<file path="config.mk">
export PLATFORM = sky130hd
export DESIGN_NAME = rename_unit
export DESIGN_NICKNAME = d
export VERILOG_FILES = /design/src/common/rename_pkg.sv /design/src/rename/rename_map.sv /design/src/rename/rename_skid.sv /design/src/rename/rename_stage.sv /design/src/design/rob_credit.sv /design/src/design/rename_unit.sv
export VERILOG_INCLUDE_DIRS = /design/src /design/src/common
export SDC_FILE = /design/constraint.sdc
export NUM_CORES = 2
export LEC_CHECK = 0
export ABC_AREA = 1
export CAP_MARGIN = 5
export CORE_MARGIN = 2
export CORE_UTILIZATION = 50
export CTS_BUF_LIST = sky130_fd_sc_hd__clkbuf_4 sky130_fd_sc_hd__clkbuf_8
export DETAILED_ROUTE_END_ITERATION = 10
export DONT_BUFFER_PORTS = 1
export PLACE_DENSITY = 0.77
export SLEW_MARGIN = 20
export SYNTH_ARGS = -nofsm -noshare
export SYNTH_HDL_FRONTEND = slang
export SYNTH_SLANG_ARGS = --single-unit
</file>
<file path="constraint.sdc">
create_clock -name clk -period 7.2 [get_ports clk]
set_input_delay 0.72 -clock clk [delete_from_list [all_inputs] [get_ports clk]]
set_output_delay 0.72 -clock clk [all_outputs]
set_load 0.005 [all_outputs]
</file>
<file path="src/common/rename_defs.svh">
`ifndef RENAME_DEFS_SVH
`define RENAME_DEFS_SVH

// Architectural integer registers visible to software.
`define RN_NUM_GPRS 32

// Physical registers shared by the speculative and retirement maps.
`define RN_NUM_PREGS 64

// Reorder buffer entries; ROB ids wrap at this count.
`define RN_ROB_DEPTH 16

`endif

</file>
<file path="src/common/rename_pkg.sv">
`default_nettype none

`include "rename_defs.svh"

package rename_pkg;

    typedef logic [$clog2(`RN_NUM_GPRS)-1:0]  t_gpr_id;
    typedef logic [$clog2(`RN_NUM_PREGS)-1:0] t_preg_id;
    typedef logic [$clog2(`RN_ROB_DEPTH)-1:0] t_rob_id;

    typedef struct packed {
        logic    dst_vld;
        t_gpr_id dst;
        logic    src1_vld;
        t_gpr_id src1;
        logic    src2_vld;
        t_gpr_id src2;
        logic [5:0] tag;     // Opaque to rename, carried through to dispatch.
    } t_uop;

    typedef struct packed {
        t_preg_id pdst;
        t_preg_id pdst_old;  // Freed when this micro-op retires.
        t_preg_id psrc1;
        logic     psrc1_pend;
        t_preg_id psrc2;
        logic     psrc2_pend;
        t_rob_id  robid;
    } t_rename_pkt;

    typedef struct packed {
        t_uop        uop;
        t_rename_pkt rename;
    } t_rn_skid_pkt;

endpackage

`default_nettype wire

</file>
<file path="src/rename/rename_map.sv">
`timescale 1ns/1ps
`default_nettype none

`include "rename_defs.svh"

module rename_map (
    input  logic                 clk,
    input  logic                 rst,
    input  logic                 nuke,
    input  logic                 alloc,
    input  rename_pkg::t_gpr_id  dst,
    input  rename_pkg::t_gpr_id  src1,
    input  rename_pkg::t_gpr_id  src2,
    input  logic                 wb_valid,
    input  rename_pkg::t_preg_id wb_preg,
    input  logic                 retire_valid,
    input  rename_pkg::t_gpr_id  retire_gpr,
    input  rename_pkg::t_preg_id retire_pdst,
    input  rename_pkg::t_preg_id retire_pdst_old,
    output logic                 free_avail,
    output rename_pkg::t_preg_id pdst,
    output rename_pkg::t_preg_id pdst_old,
    output rename_pkg::t_preg_id psrc1,
    output rename_pkg::t_preg_id psrc2,
    output logic                 psrc1_pend,
    output logic                 psrc2_pend
);
    import rename_pkg::*;

    localparam logic [`RN_NUM_PREGS-1:0] INIT_FREE =
        {{(`RN_NUM_PREGS-`RN_NUM_GPRS){1'b1}}, {`RN_NUM_GPRS{1'b0}}};

    t_preg_id                 spec_map    [`RN_NUM_GPRS];
    t_preg_id                 ret_map     [`RN_NUM_GPRS];
    t_preg_id                 ret_map_nxt [`RN_NUM_GPRS];
    logic [`RN_NUM_PREGS-1:0] pend;
    logic [`RN_NUM_PREGS-1:0] free_vec;
    logic [`RN_NUM_PREGS-1:0] free_nxt;
    logic [`RN_NUM_PREGS-1:0] in_use;
    logic [`RN_NUM_PREGS-1:0] in_use_nxt;
    t_preg_id                 alloc_preg;
    t_preg_id                 src1_map;
    t_preg_id                 src2_map;

    assign free_avail = |free_vec;
    assign src1_map   = spec_map[src1];
    assign src2_map   = spec_map[src2];

    always_comb begin
        alloc_preg = '0;
        for (int i = `RN_NUM_PREGS-1; i >= 0; i--) begin
            if (free_vec[i]) begin
                alloc_preg = t_preg_id'(i);  // Lowest free index wins.
            end
        end
    end

    // Retirement state after this cycle's retire, so a nuke in the same cycle sees it.
    always_comb begin
        ret_map_nxt = ret_map;
        in_use_nxt  = in_use;
        if (retire_valid) begin
            ret_map_nxt[retire_gpr]     = retire_pdst;
            in_use_nxt[retire_pdst_old] = 1'b0;
            in_use_nxt[retire_pdst]     = 1'b1;
        end
    end

    always_comb begin
        free_nxt = free_vec;
        if (retire_valid) begin
            free_nxt[retire_pdst_old] = 1'b1;
        end
        if (alloc) begin
            free_nxt[alloc_preg] = 1'b0;
        end
    end

    always_ff @(posedge clk) begin
        if (rst) begin
            for (int i = 0; i < `RN_NUM_GPRS; i++) begin
                spec_map[i] <= t_preg_id'(i);
                ret_map[i]  <= t_preg_id'(i);
            end
            pend     <= '0;
            free_vec <= INIT_FREE;
            in_use   <= ~INIT_FREE;
        end else begin
            ret_map <= ret_map_nxt;
            in_use  <= in_use_nxt;
            if (nuke) begin
                spec_map <= ret_map_nxt;
                free_vec <= ~in_use_nxt;  // Everything the retired state does not hold.
                pend     <= '0;
            end else begin
                free_vec <= free_nxt;
                if (alloc) begin
                    spec_map[dst]    <= alloc_preg;
                    pend[alloc_preg] <= 1'b1;
                end
                if (wb_valid) begin
                    pend[wb_preg] <= 1'b0;
                end
            end
        end
    end

    always_ff @(posedge clk) begin
        pdst       <= alloc_preg;
        pdst_old   <= spec_map[dst];
        psrc1      <= src1_map;
        psrc2      <= src2_map;
        psrc1_pend <= pend[src1_map] & ~(wb_valid && wb_preg == src1_map);
        psrc2_pend <= pend[src2_map] & ~(wb_valid && wb_preg == src2_map);
    end

    a_retire_not_free: assert property (@(posedge clk) disable iff (rst)
        retire_valid |-> !free_vec[retire_pdst_old]);

    a_alloc_has_free: assert property (@(posedge clk) disable iff (rst)
        alloc |-> free_avail);

endmodule

`default_nettype wire

</file>
<file path="src/rename/rename_skid.sv">
`timescale 1ns/1ps
`default_nettype none

module rename_skid #(
    parameter type T = logic
) (
    input  logic clk,
    input  logic rst,
    input  logic flush,
    input  logic in_valid,
    input  T     in_data,
    input  logic hold,
    output logic out_valid,
    output T     out_data,
    output logic empty
);

    T           mem [2];
    logic       wr_ptr;
    logic       rd_ptr;
    logic [1:0] count;
    logic       full;
    logic       push;
    logic       pop;

    assign empty = (count == 2'd0);
    assign full  = (count == 2'd2);

    // An empty, non-held buffer passes the input straight through.
    assign push      = in_valid & (~empty | hold);
    assign pop       = ~empty & ~hold;
    assign out_valid = empty ? in_valid : 1'b1;
    assign out_data  = empty ? in_data : mem[rd_ptr];

    always_ff @(posedge clk) begin
        if (rst || flush) begin
            wr_ptr <= 1'b0;
            rd_ptr <= 1'b0;
            count  <= 2'd0;
        end else begin
            if (push) begin
                wr_ptr <= ~wr_ptr;
            end
            if (pop) begin
                rd_ptr <= ~rd_ptr;
            end
            count <= count + {1'b0, push} - {1'b0, pop};
        end
    end

    always_ff @(posedge clk) begin
        if (push) begin
            mem[wr_ptr] <= in_data;
        end
    end

    a_no_write_full: assert property (@(posedge clk) disable iff (rst)
        push |-> !full);

endmodule

`default_nettype wire

</file>
<file path="src/rename/rename_stage.sv">
`timescale 1ns/1ps
`default_nettype none

module rename_stage (
    input  logic                   clk,
    input  logic                   rst,
    input  logic                   nuke,
    input  logic                   in_valid,
    input  rename_pkg::t_uop       in_uop,
    output logic                   in_ready,
    input  logic                   rob_ready,
    input  rename_pkg::t_rob_id    next_robid,
    output logic                   rob_alloc,
    input  logic                   wb_valid,
    input  rename_pkg::t_preg_id   wb_preg,
    input  logic                   retire_valid,
    input  rename_pkg::t_gpr_id    retire_gpr,
    input  rename_pkg::t_preg_id   retire_pdst,
    input  rename_pkg::t_preg_id   retire_pdst_old,
    output logic                   out_valid,
    input  logic                   out_ready,
    output rename_pkg::t_uop       out_uop,
    output rename_pkg::t_rename_pkt out_rename
);
    import rename_pkg::*;

    logic         accept_rn0;
    logic         free_avail;
    logic         skid_empty;
    logic         valid_rn1;
    t_uop         uop_rn1;
    t_rob_id      robid_rn1;
    t_preg_id     pdst_rn1;
    t_preg_id     pdst_old_rn1;
    t_preg_id     psrc1_rn1;
    t_preg_id     psrc2_rn1;
    logic         psrc1_pend_rn1;
    logic         psrc2_pend_rn1;
    t_rn_skid_pkt skid_in;
    t_rn_skid_pkt skid_out;

    assign in_ready   = free_avail & rob_ready & skid_empty;
    assign accept_rn0 = in_valid & in_ready & ~nuke;
    assign rob_alloc  = accept_rn0;

    always_ff @(posedge clk) begin
        if (rst) begin
            valid_rn1 <= 1'b0;
        end else begin
            valid_rn1 <= accept_rn0;  // A nuke blocks accept, so rn1 empties too.
        end
    end

    always_ff @(posedge clk) begin
        uop_rn1   <= in_uop;
        robid_rn1 <= next_robid;
    end

    rename_map map0 (
        .clk             (clk),
        .rst             (rst),
        .nuke            (nuke),
        .alloc           (accept_rn0 & in_uop.dst_vld),
        .dst             (in_uop.dst),
        .src1            (in_uop.src1),
        .src2            (in_uop.src2),
        .wb_valid        (wb_valid),
        .wb_preg         (wb_preg),
        .retire_valid    (retire_valid),
        .retire_gpr      (retire_gpr),
        .retire_pdst     (retire_pdst),
        .retire_pdst_old (retire_pdst_old),
        .free_avail      (free_avail),
        .pdst            (pdst_rn1),
        .pdst_old        (pdst_old_rn1),
        .psrc1           (psrc1_rn1),
        .psrc2           (psrc2_rn1),
        .psrc1_pend      (psrc1_pend_rn1),
        .psrc2_pend      (psrc2_pend_rn1)
    );

    assign skid_in.uop               = uop_rn1;
    assign skid_in.rename.pdst       = uop_rn1.dst_vld ? pdst_rn1 : '0;
    assign skid_in.rename.pdst_old   = uop_rn1.dst_vld ? pdst_old_rn1 : '0;
    assign skid_in.rename.psrc1      = psrc1_rn1;
    assign skid_in.rename.psrc1_pend = psrc1_pend_rn1;
    assign skid_in.rename.psrc2      = psrc2_rn1;
    assign skid_in.rename.psrc2_pend = psrc2_pend_rn1;
    assign skid_in.rename.robid      = robid_rn1;

    rename_skid #(.T(t_rn_skid_pkt)) skid0 (
        .clk       (clk),
        .rst       (rst),
        .flush     (nuke),
        .in_valid  (valid_rn1 & ~nuke),
        .in_data   (skid_in),
        .hold      (~out_ready),
        .out_valid (out_valid),
        .out_data  (skid_out),
        .empty     (skid_empty)
    );

    assign out_uop    = skid_out.uop;
    assign out_rename = skid_out.rename;

endmodule

`default_nettype wire

</file>
<file path="src/design/rob_credit.sv">
`timescale 1ns/1ps
`default_nettype none

`include "rename_defs.svh"

module rob_credit (
    input  logic                clk,
    input  logic                rst,
    input  logic                nuke,
    input  logic                alloc,
    input  logic                retire,
    output rename_pkg::t_rob_id next_robid,
    output logic                rob_ready
);
    import rename_pkg::*;

    localparam int CNT_W = $clog2(`RN_ROB_DEPTH) + 1;

    t_rob_id          alloc_ptr;
    t_rob_id          retire_ptr;
    t_rob_id          retire_ptr_nxt;
    logic [CNT_W-1:0] count;

    assign retire_ptr_nxt = retire ? retire_ptr + 1'b1 : retire_ptr;
    assign next_robid     = alloc_ptr;
    assign rob_ready      = (count < CNT_W'(`RN_ROB_DEPTH));

    always_ff @(posedge clk) begin
        if (rst) begin
            alloc_ptr  <= '0;
            retire_ptr <= '0;
            count      <= '0;
        end else begin
            retire_ptr <= retire_ptr_nxt;
            if (nuke) begin
                alloc_ptr <= retire_ptr_nxt;  // Rewind past everything in flight.
                count     <= '0;
            end else begin
                if (alloc) begin
                    alloc_ptr <= alloc_ptr + 1'b1;
                end
                count <= count + CNT_W'(alloc) - CNT_W'(retire);
            end
        end
    end

    a_retire_in_flight: assert property (@(posedge clk) disable iff (rst)
        retire |-> count != '0);

endmodule

`default_nettype wire

</file>
<file path="src/design/rename_unit.sv">
`timescale 1ns/1ps
`default_nettype none

module rename_unit (
    input  logic                    clk,
    input  logic                    rst,
    input  logic                    nuke,
    input  logic                    in_valid,
    input  rename_pkg::t_uop        in_uop,
    output logic                    in_ready,
    output logic                    out_valid,
    input  logic                    out_ready,
    output rename_pkg::t_uop        out_uop,
    output rename_pkg::t_rename_pkt out_rename,
    input  logic                    wb_valid,
    input  rename_pkg::t_preg_id    wb_preg,
    input  logic                    retire_valid,
    input  rename_pkg::t_gpr_id     retire_gpr,
    input  rename_pkg::t_preg_id    retire_pdst,
    input  rename_pkg::t_preg_id    retire_pdst_old
);
    import rename_pkg::*;

    logic    rob_alloc;
    logic    rob_ready;
    t_rob_id next_robid;

    rename_stage stage0 (
        .clk             (clk),
        .rst             (rst),
        .nuke            (nuke),
        .in_valid        (in_valid),
        .in_uop          (in_uop),
        .in_ready        (in_ready),
        .rob_ready       (rob_ready),
        .next_robid      (next_robid),
        .rob_alloc       (rob_alloc),
        .wb_valid        (wb_valid),
        .wb_preg         (wb_preg),
        .retire_valid    (retire_valid),
        .retire_gpr      (retire_gpr),
        .retire_pdst     (retire_pdst),
        .retire_pdst_old (retire_pdst_old),
        .out_valid       (out_valid),
        .out_ready       (out_ready),
        .out_uop         (out_uop),
        .out_rename      (out_rename)
    );

    rob_credit credit0 (
        .clk        (clk),
        .rst        (rst),
        .nuke       (nuke),
        .alloc      (rob_alloc),
        .retire     (retire_valid),  // One credit returns per retired entry.
        .next_robid (next_robid),
        .rob_ready  (rob_ready)
    );

endmodule

`default_nettype wire

</file>
# [Word-level counts from Yosys, hierarchy flattened]
# Memories as Yosys holds them, arrays and structs flattened. A register that Yosys moved wholly into a read port is not among the register bits.
# Index checks and enable logic that the tools add are counted.
[totals] regBits=648 mem_bits_rw=108 n_memories=1
[classes] addsub=6 order_cmp=17 eq_ne=2 n_mux=113 bitwise_logic=32 reduce_logical=14
[memory_table] memory="stage0.skid0.mem" depth=2 word_bits=54 rd=1 rd_clocked_by_memory_dff=1 write_ports=1 line_no="rename_skid.sv:18" source="T mem [2];"
[ops] cell="192-bit 2-to-1 mux" n=3
[ops] cell="64-bit 2-to-1 mux" n=8
[ops] cell="6-bit 2-to-1 mux" n=74
[ops] cell="192-bit bitwise mux" n=2
[ops] cell="64-bit NOT" n=4
[ops] cell="64-bit AND" n=3
[ops] cell="64-bit OR" n=3
[ops] cell="6-bit binary-select mux with 5-bit select" n=3
[ops] cell="64-bit OR reduction" n=1
[ops] cell="6-bit demux with 5-bit select" n=2
[ops] cell="54-bit 2-to-1 mux" n=1
[ops] cell="6-bit by 7-bit < comparator with 1-bit output, second input constant" n=6
[ops] cell="1-bit demux with 6-bit select" n=4
[ops] cell="6-bit by 1-bit greater-or-equal comparator with 1-bit output, second input constant" n=4
[ops] cell="6-bit greater-or-equal comparator, second input constant" n=4
[ops] cell="5-bit NOT with 6-bit output" n=4
[ops] cell="1-bit binary-select mux with 6-bit select" n=2
[ops] cell="6-bit == test" n=2
[ops] cell="6-bit by 1-bit < comparator with 1-bit output, second input constant" n=2
[ops] cell="4-bit 2-to-1 mux" n=3
[ops] cell="1-bit 2-to-1 mux" n=11
[ops] cell="1-bit AND" n=10
[ops] cell="4-bit by 1-bit adder with 4-bit output, second input constant" n=2
[ops] cell="1-bit logical AND" n=8
[ops] cell="other kinds (11)" n=18

# [Logic depth before layout (Yosys ltp)]
[depth] depth_word=74 ltp_mapped=69 depth_no_buf=67

# [Hierarchy]
# From an unflattened synthesis, not the netlist that was laid out.
[unflattened] hier_cells=5050 area_unflattened_um2=36562.6
[by_module_without_submodules] module="rename_map" instances=1 cells_per_inst=4443 area_each_um2=30294.1 seq_area_each_um2=12051.6
[by_module_without_submodules] module="rename_skid" instances=1 cells_per_inst=445 area_each_um2=4828.4 seq_area_each_um2=3343.2
[by_module_without_submodules] module="rename_stage" instances=1 cells_per_inst=65 area_each_um2=729.4 seq_area_each_um2=580.6
[by_module_without_submodules] module="rob_credit" instances=1 cells_per_inst=97 area_each_um2=710.7 seq_area_each_um2=260.2

# [Worst setup path after synthesis]
# Ideal clock, no wire load.
[synth_path] path_kind="input to register" startpoint="input port nuke" endpoint="memory stage0.skid0.mem[0][0] in the netlist's numbering, enable pin" setup_ns=0.466 arrival_ns=3.759 t_required_ns=6.734 path_slack_ns=2.975 cell_stages=5 n_path_buf=2 path_cell_list="clkbuf_1 > inv_2 > clkbuf_1 > o211ai_1 > nor2_1"
[synth_via] elab_chain_cells=5
[synth_lines] item="start, declared" line_no="rename_unit.sv:7" source="input logic nuke,"
[synth_lines] item="1-bit NOT" line_no="rename_stage.sv:95" source=".in_valid (valid_rn1 & ~nuke),"
[synth_lines] item="1-bit AND" line_no="rename_stage.sv:95"
[synth_lines] item="1-bit AND" line_no="rename_skid.sv:30" source="assign push = in_valid & (~empty | hold);"
[synth_lines] item="1-bit 2-to-1 mux" line_no="rename_skid.sv:52" source="if (push) begin"
[synth_lines] item="1-bit 2-to-1 mux (implied by the code)" line_no="rename_skid.sv:53" source="mem[wr_ptr] <= in_data;"
[synth_lines] item="end, declared" line_no="rename_skid.sv:18"
# No other way between the ends.

# [Final worst setup path]
[layout_path] startpoint="register stage0.map0.free_vec[62]" endpoint="register stage0.map0.free_vec[24]"
[layout_via] elab_chain_cells=71
[layout_lines] item="start, declared" line_no="rename_map.sv:37" source="logic [`RN_NUM_PREGS-1:0] free_vec;"
[layout_lines] item="start signal, assigned" line_no="rename_map.sv:93" source="free_vec <= ~in_use_nxt;"
[layout_lines] item="start signal, assigned" line_no="rename_map.sv:96" source="free_vec <= free_nxt;"
[layout_lines] item="6-bit 2-to-1 mux (63 in a row)" line_no="rename_map.sv:52" source="if (free_vec[i]) begin"
[layout_lines] item="6-bit by 7-bit < comparator with 1-bit output (implied by the code) or 6-bit by 1-bit greater-or-equal comparator with 1-bit output (tied branches)" line_no="rename_map.sv:75" source="free_nxt[alloc_preg] = 1'b0;"
[layout_lines] item="1-bit logical AND (implied by the code)" line_no="rename_map.sv:75"
[layout_lines] item="1-bit 2-to-1 mux (implied by the code)" line_no="rename_map.sv:75"
[layout_lines] item="1-bit demux with 6-bit select" line_no="rename_map.sv:75"
[layout_lines] item="64-bit NOT (no source line)"
[layout_lines] item="64-bit AND (no source line)"
[layout_lines] item="64-bit 2-to-1 mux (*)" line_no="rename_map.sv:74" source="if (alloc) begin"
[layout_lines] item="64-bit 2-to-1 mux (*)" line_no="rename_map.sv:91" source="if (nuke) begin"
# Every way passes the cells marked *; elsewhere a longest branch is shown, timed or not.
# A chain may end at the register's enable or synchronous reset.

==> impl_metrics.ini <==
[clock_tree]
cts_hold_buf = 24
cts.root.buffer_cell = sky130_fd_sc_hd__clkbuf_8
cts_htree_levels = 3
tritoncts = built
numCtsBuffers = 119
clk_path_buf_depth = 3
clkLatencyLatePin_ns = 0.79
cts_setup_buffers = 0
post_cts.resized_instances = 0
cts.sink_count = 757
clk_pin_slew_ns = 0.08

[route]
first_pass_iters = 10
remaining_drc_errors = 0
average_vias_per_placed_instance = 6.20
detail_route.wl_per_cell_um = 23.0
num_vias = 36200
wl_mm = 134
antenna_left = 0
initialDrtViolationCount = 5947

[yosys]
synth_edf_count = 108
synth_net_count = 4961
yosys-top-cells-area = sky130_fd_sc_hd__dfxtp_1, sky130_fd_sc_hd__o21ai_0, sky130_fd_sc_hd__edfxtp_1
synth.yosys.seq_area_share = 0.454
syn_avg_cell_area_um2 = 7.30
post_synth_num_cell_types = 45
async_flop_share = 0
syn_inst = 4897
synth.ff_latch_count = 757
synth_area_leader_cell = sky130_fd_sc_hd__dfxtp_1
synth.yosys.warnings = 0
dominantRegCellSynth = sky130_fd_sc_hd__dfxtp_1
mappedNetlistArea_um2 = 35800
yosys.area.top_type_share = 0.363

[sta]
min_period_over_period = 0.712
relSlewSlack = 0.128
fin_skew_ns = 0.0462
final-max-slew-violation-count = 0
finalCriticalPeriod_ns = 5.13
worst_slew_pin_slew_ns = 1.30
rsz0062_at_grt = false
max_freq_ghz = 0.195
fin_setup_tns_ns = 0
report.final.setup_viol = 0
count_of_endpoints_failing_hold_in_the_final_timing_report = 0

[critical_path]
required_ns = 7.85
cpLargestDelayFamily = simple AND/OR/NAND/NOR gates
critical_path.startpoint_type = register
setup.worst_path.end_class = register
crit_slowest_cell = sky130_fd_sc_hd__buf_4
critical_path.max_fanout = 34
critPathKind = register to register
timing.critical_path.buf_inv = 2
cp_common_cell = sky130_fd_sc_hd__nand2_1
crit_cells = 68
cp_slowest_stage_delay_ns = 0.47
timing.rr.start = stage0.map0.free_vec[62]$_SDFF_PP1_
worstPathArrival_ns = 5.78
ff2ff_path_depth = 68
setup.worst_path.start = stage0.map0.free_vec[62]$_SDFF_PP1_

[floorplan]
die_height_um = 271
std_cell_core_area_um2 = 71100
die-area_um2 = 73700
effective_utilization_at_floorplan = 0.503
die_w_um = 271
std_cell_rows = 98
num_io_pins = 110

[worst_hold_path]
holdCritPathClass = input pin to register
hold_path_startpoint = rst
hold-path-cell-count = 1

[place]
place.gp.congestion = 1.03
port-buffer-count = 0
post_place_cells = 5593
dp_hpwl_mm = 87.1

[grt]
largest_net_degree_at_the_start_of_global_routing = 219
global_route_wire_length_before_repair_mm = 198
grt_pass1_vias = 32500
track_usage = 0.348
global_route.overflow_total = 0
grt_antenna_before_repair = 9

[run]
max_cap_violations = 0

[final_layout]
drive_gt1_frac = 0.0667
final_non_filler_cells = 5846
count_of_fill_cells_added_during_filler_insertion = 6706
sequential_cell_area_um2 = 16200
nets = 4852
multi_input_comb_area_um2 = 16500
synthToLayoutAreaGrowth_pct = 9.90

[power]
worst_ir_drop_vdd_uv = 169
fin_total_pwr_mw = 9.66
power_density_relative_to_cell_area_nw_per_um2 = 246
leakagePower_nw = 15.7

[outcome]
status = finished, final reports clean
cell type report:
type / count / share of cell area
clock inverters: 47 / 0.0128
repair buffers: 73 / 0.0167
clock buffers: 177 / 0.0572
flip-flops and latches: 757 / 0.413
inverters: 533 / 0.0511
diodes: 5 / 0.000318
multi-input cells: 3304 / 0.419
well taps: 950 / 0.0302
power by group:
| group | total, mW | switching, mW | leakage, nW | internal (mW) |
|---|---|---|---|---|
| logic | 1.04 | 0.782 | 7.97 | 0.254 |
| clock network | 4.17 | 1.83 | 1.46 | 2.34 |
| registers | 4.46 | 0.0672 | 6.26 | 4.39 |
| total | 9.66 | 2.68 | 15.7 | 6.98 |
worst reg2reg max path: cells and delay by family (launching register included):
family | cells | cell delay, ns
flops | 1 | 0.34
simple gates | 66 | 4.12
buf+inv | 2 | 0.53
flip-flops by register name, indices dropped and copies added, names as in the netlist, 4 cells and up, named ones only:
register / flops
stage0.map0.pdst_old: 6
stage0.skid_in: 24
stage0.map0.spec_map: 192
stage0.map0.psrc2: 6
stage0.map0.pdst: 6
credit0.next_robid: 4
stage0.skid0.mem: 108
stage0.map0.pend: 64
stage0.map0.ret_map: 192
credit0.retire_ptr: 4
stage0.map0.free_vec: 64
stage0.map0.psrc1: 6
credit0.count: 5
stage0.robid_rn1: 4
stage0.map0.in_use: 64
through the flow:
stage	hold WS, ns	area (µm²)	setup WS [ns]	utilization
final	0.0758	39300	2.07	0.553
after CTS	0.0271	39300	2.21	0.552
after global placement	0.378	36300	2.20	0.510
after global routing	0.0368	39300	1.48	0.553
after floorplan	0.363	35800	2.98	-
after detailed placement	0.385	36300	2.25	0.510
cells in the final DEF (no fill, tap or decap), drive strengths merged, types with 18 or more instances in the layout:
cell / n
clkinv: 39
a22oi: 138
a22o: 46
dfxtp: 649
nor3: 86
nand3: 204
o22ai: 77
o221ai: 19
nor2: 450
o21ai: 688
buf: 49
a21oi: 585
edfxtp: 108
inv: 530
or2: 18
o211ai: 134
nand4: 39
nand2: 771
clkbuf: 177
dlygate4sd3: 24
logic make-up after synthesis:
group / after synthesis / share of synthesized area
AO/OA/AOI/OAI: 1710 / 0.270
AND/OR/NAND/NOR: 1574 / 0.181
buffers and inverters: 836 / 0.0886
flip-flops: 757 / 0.454
adder cells (fa/ha/maj): 10 / 0.00371
XOR/XNOR: 9 / 0.00220
multiplexers: 1 / 0.000280
cell usage after synthesis, types with 46 or more instances:
cell	instances
sky130_fd_sc_hd__inv_1	517
sky130_fd_sc_hd__a21oi_1	581
sky130_fd_sc_hd__o211ai_1	134
sky130_fd_sc_hd__o21ai_0	678
sky130_fd_sc_hd__o22ai_1	77
sky130_fd_sc_hd__a22o_1	46
sky130_fd_sc_hd__a22oi_1	138
sky130_fd_sc_hd__nand2_1	768
sky130_fd_sc_hd__nor3_1	86
sky130_fd_sc_hd__clkbuf_1	271
sky130_fd_sc_hd__nand3_1	200
sky130_fd_sc_hd__dfxtp_1	649
sky130_fd_sc_hd__nor2_1	450
sky130_fd_sc_hd__edfxtp_1	108
metal layers:
| metal | global-route usage | part of all wire |
|---|---|---|
| met5 | 0 | 0.000097 |
| met4 | 0.176 | 0.055 |
| met3 | 0.128 | 0.15 |
| met2 | 0.488 | 0.40 |
| met1 | 0.469 | 0.39 |
worst paths after layout:
kind	endpoint	slack (ns)
worst max-delay path	stage0.map0.free_vec[24]$_SDFF_PP0_	2.07
worst max register to register	stage0.map0.free_vec[24]$_SDFF_PP0_	2.07
worst min-delay path	stage0.map0.ret_map[188]$_SDFF_PP0_	0.08
worst min register to register	stage0.robid_rn1[3]$_DFF_P_	0.39
No activity file was read; power rests on OpenSTA's default activity.
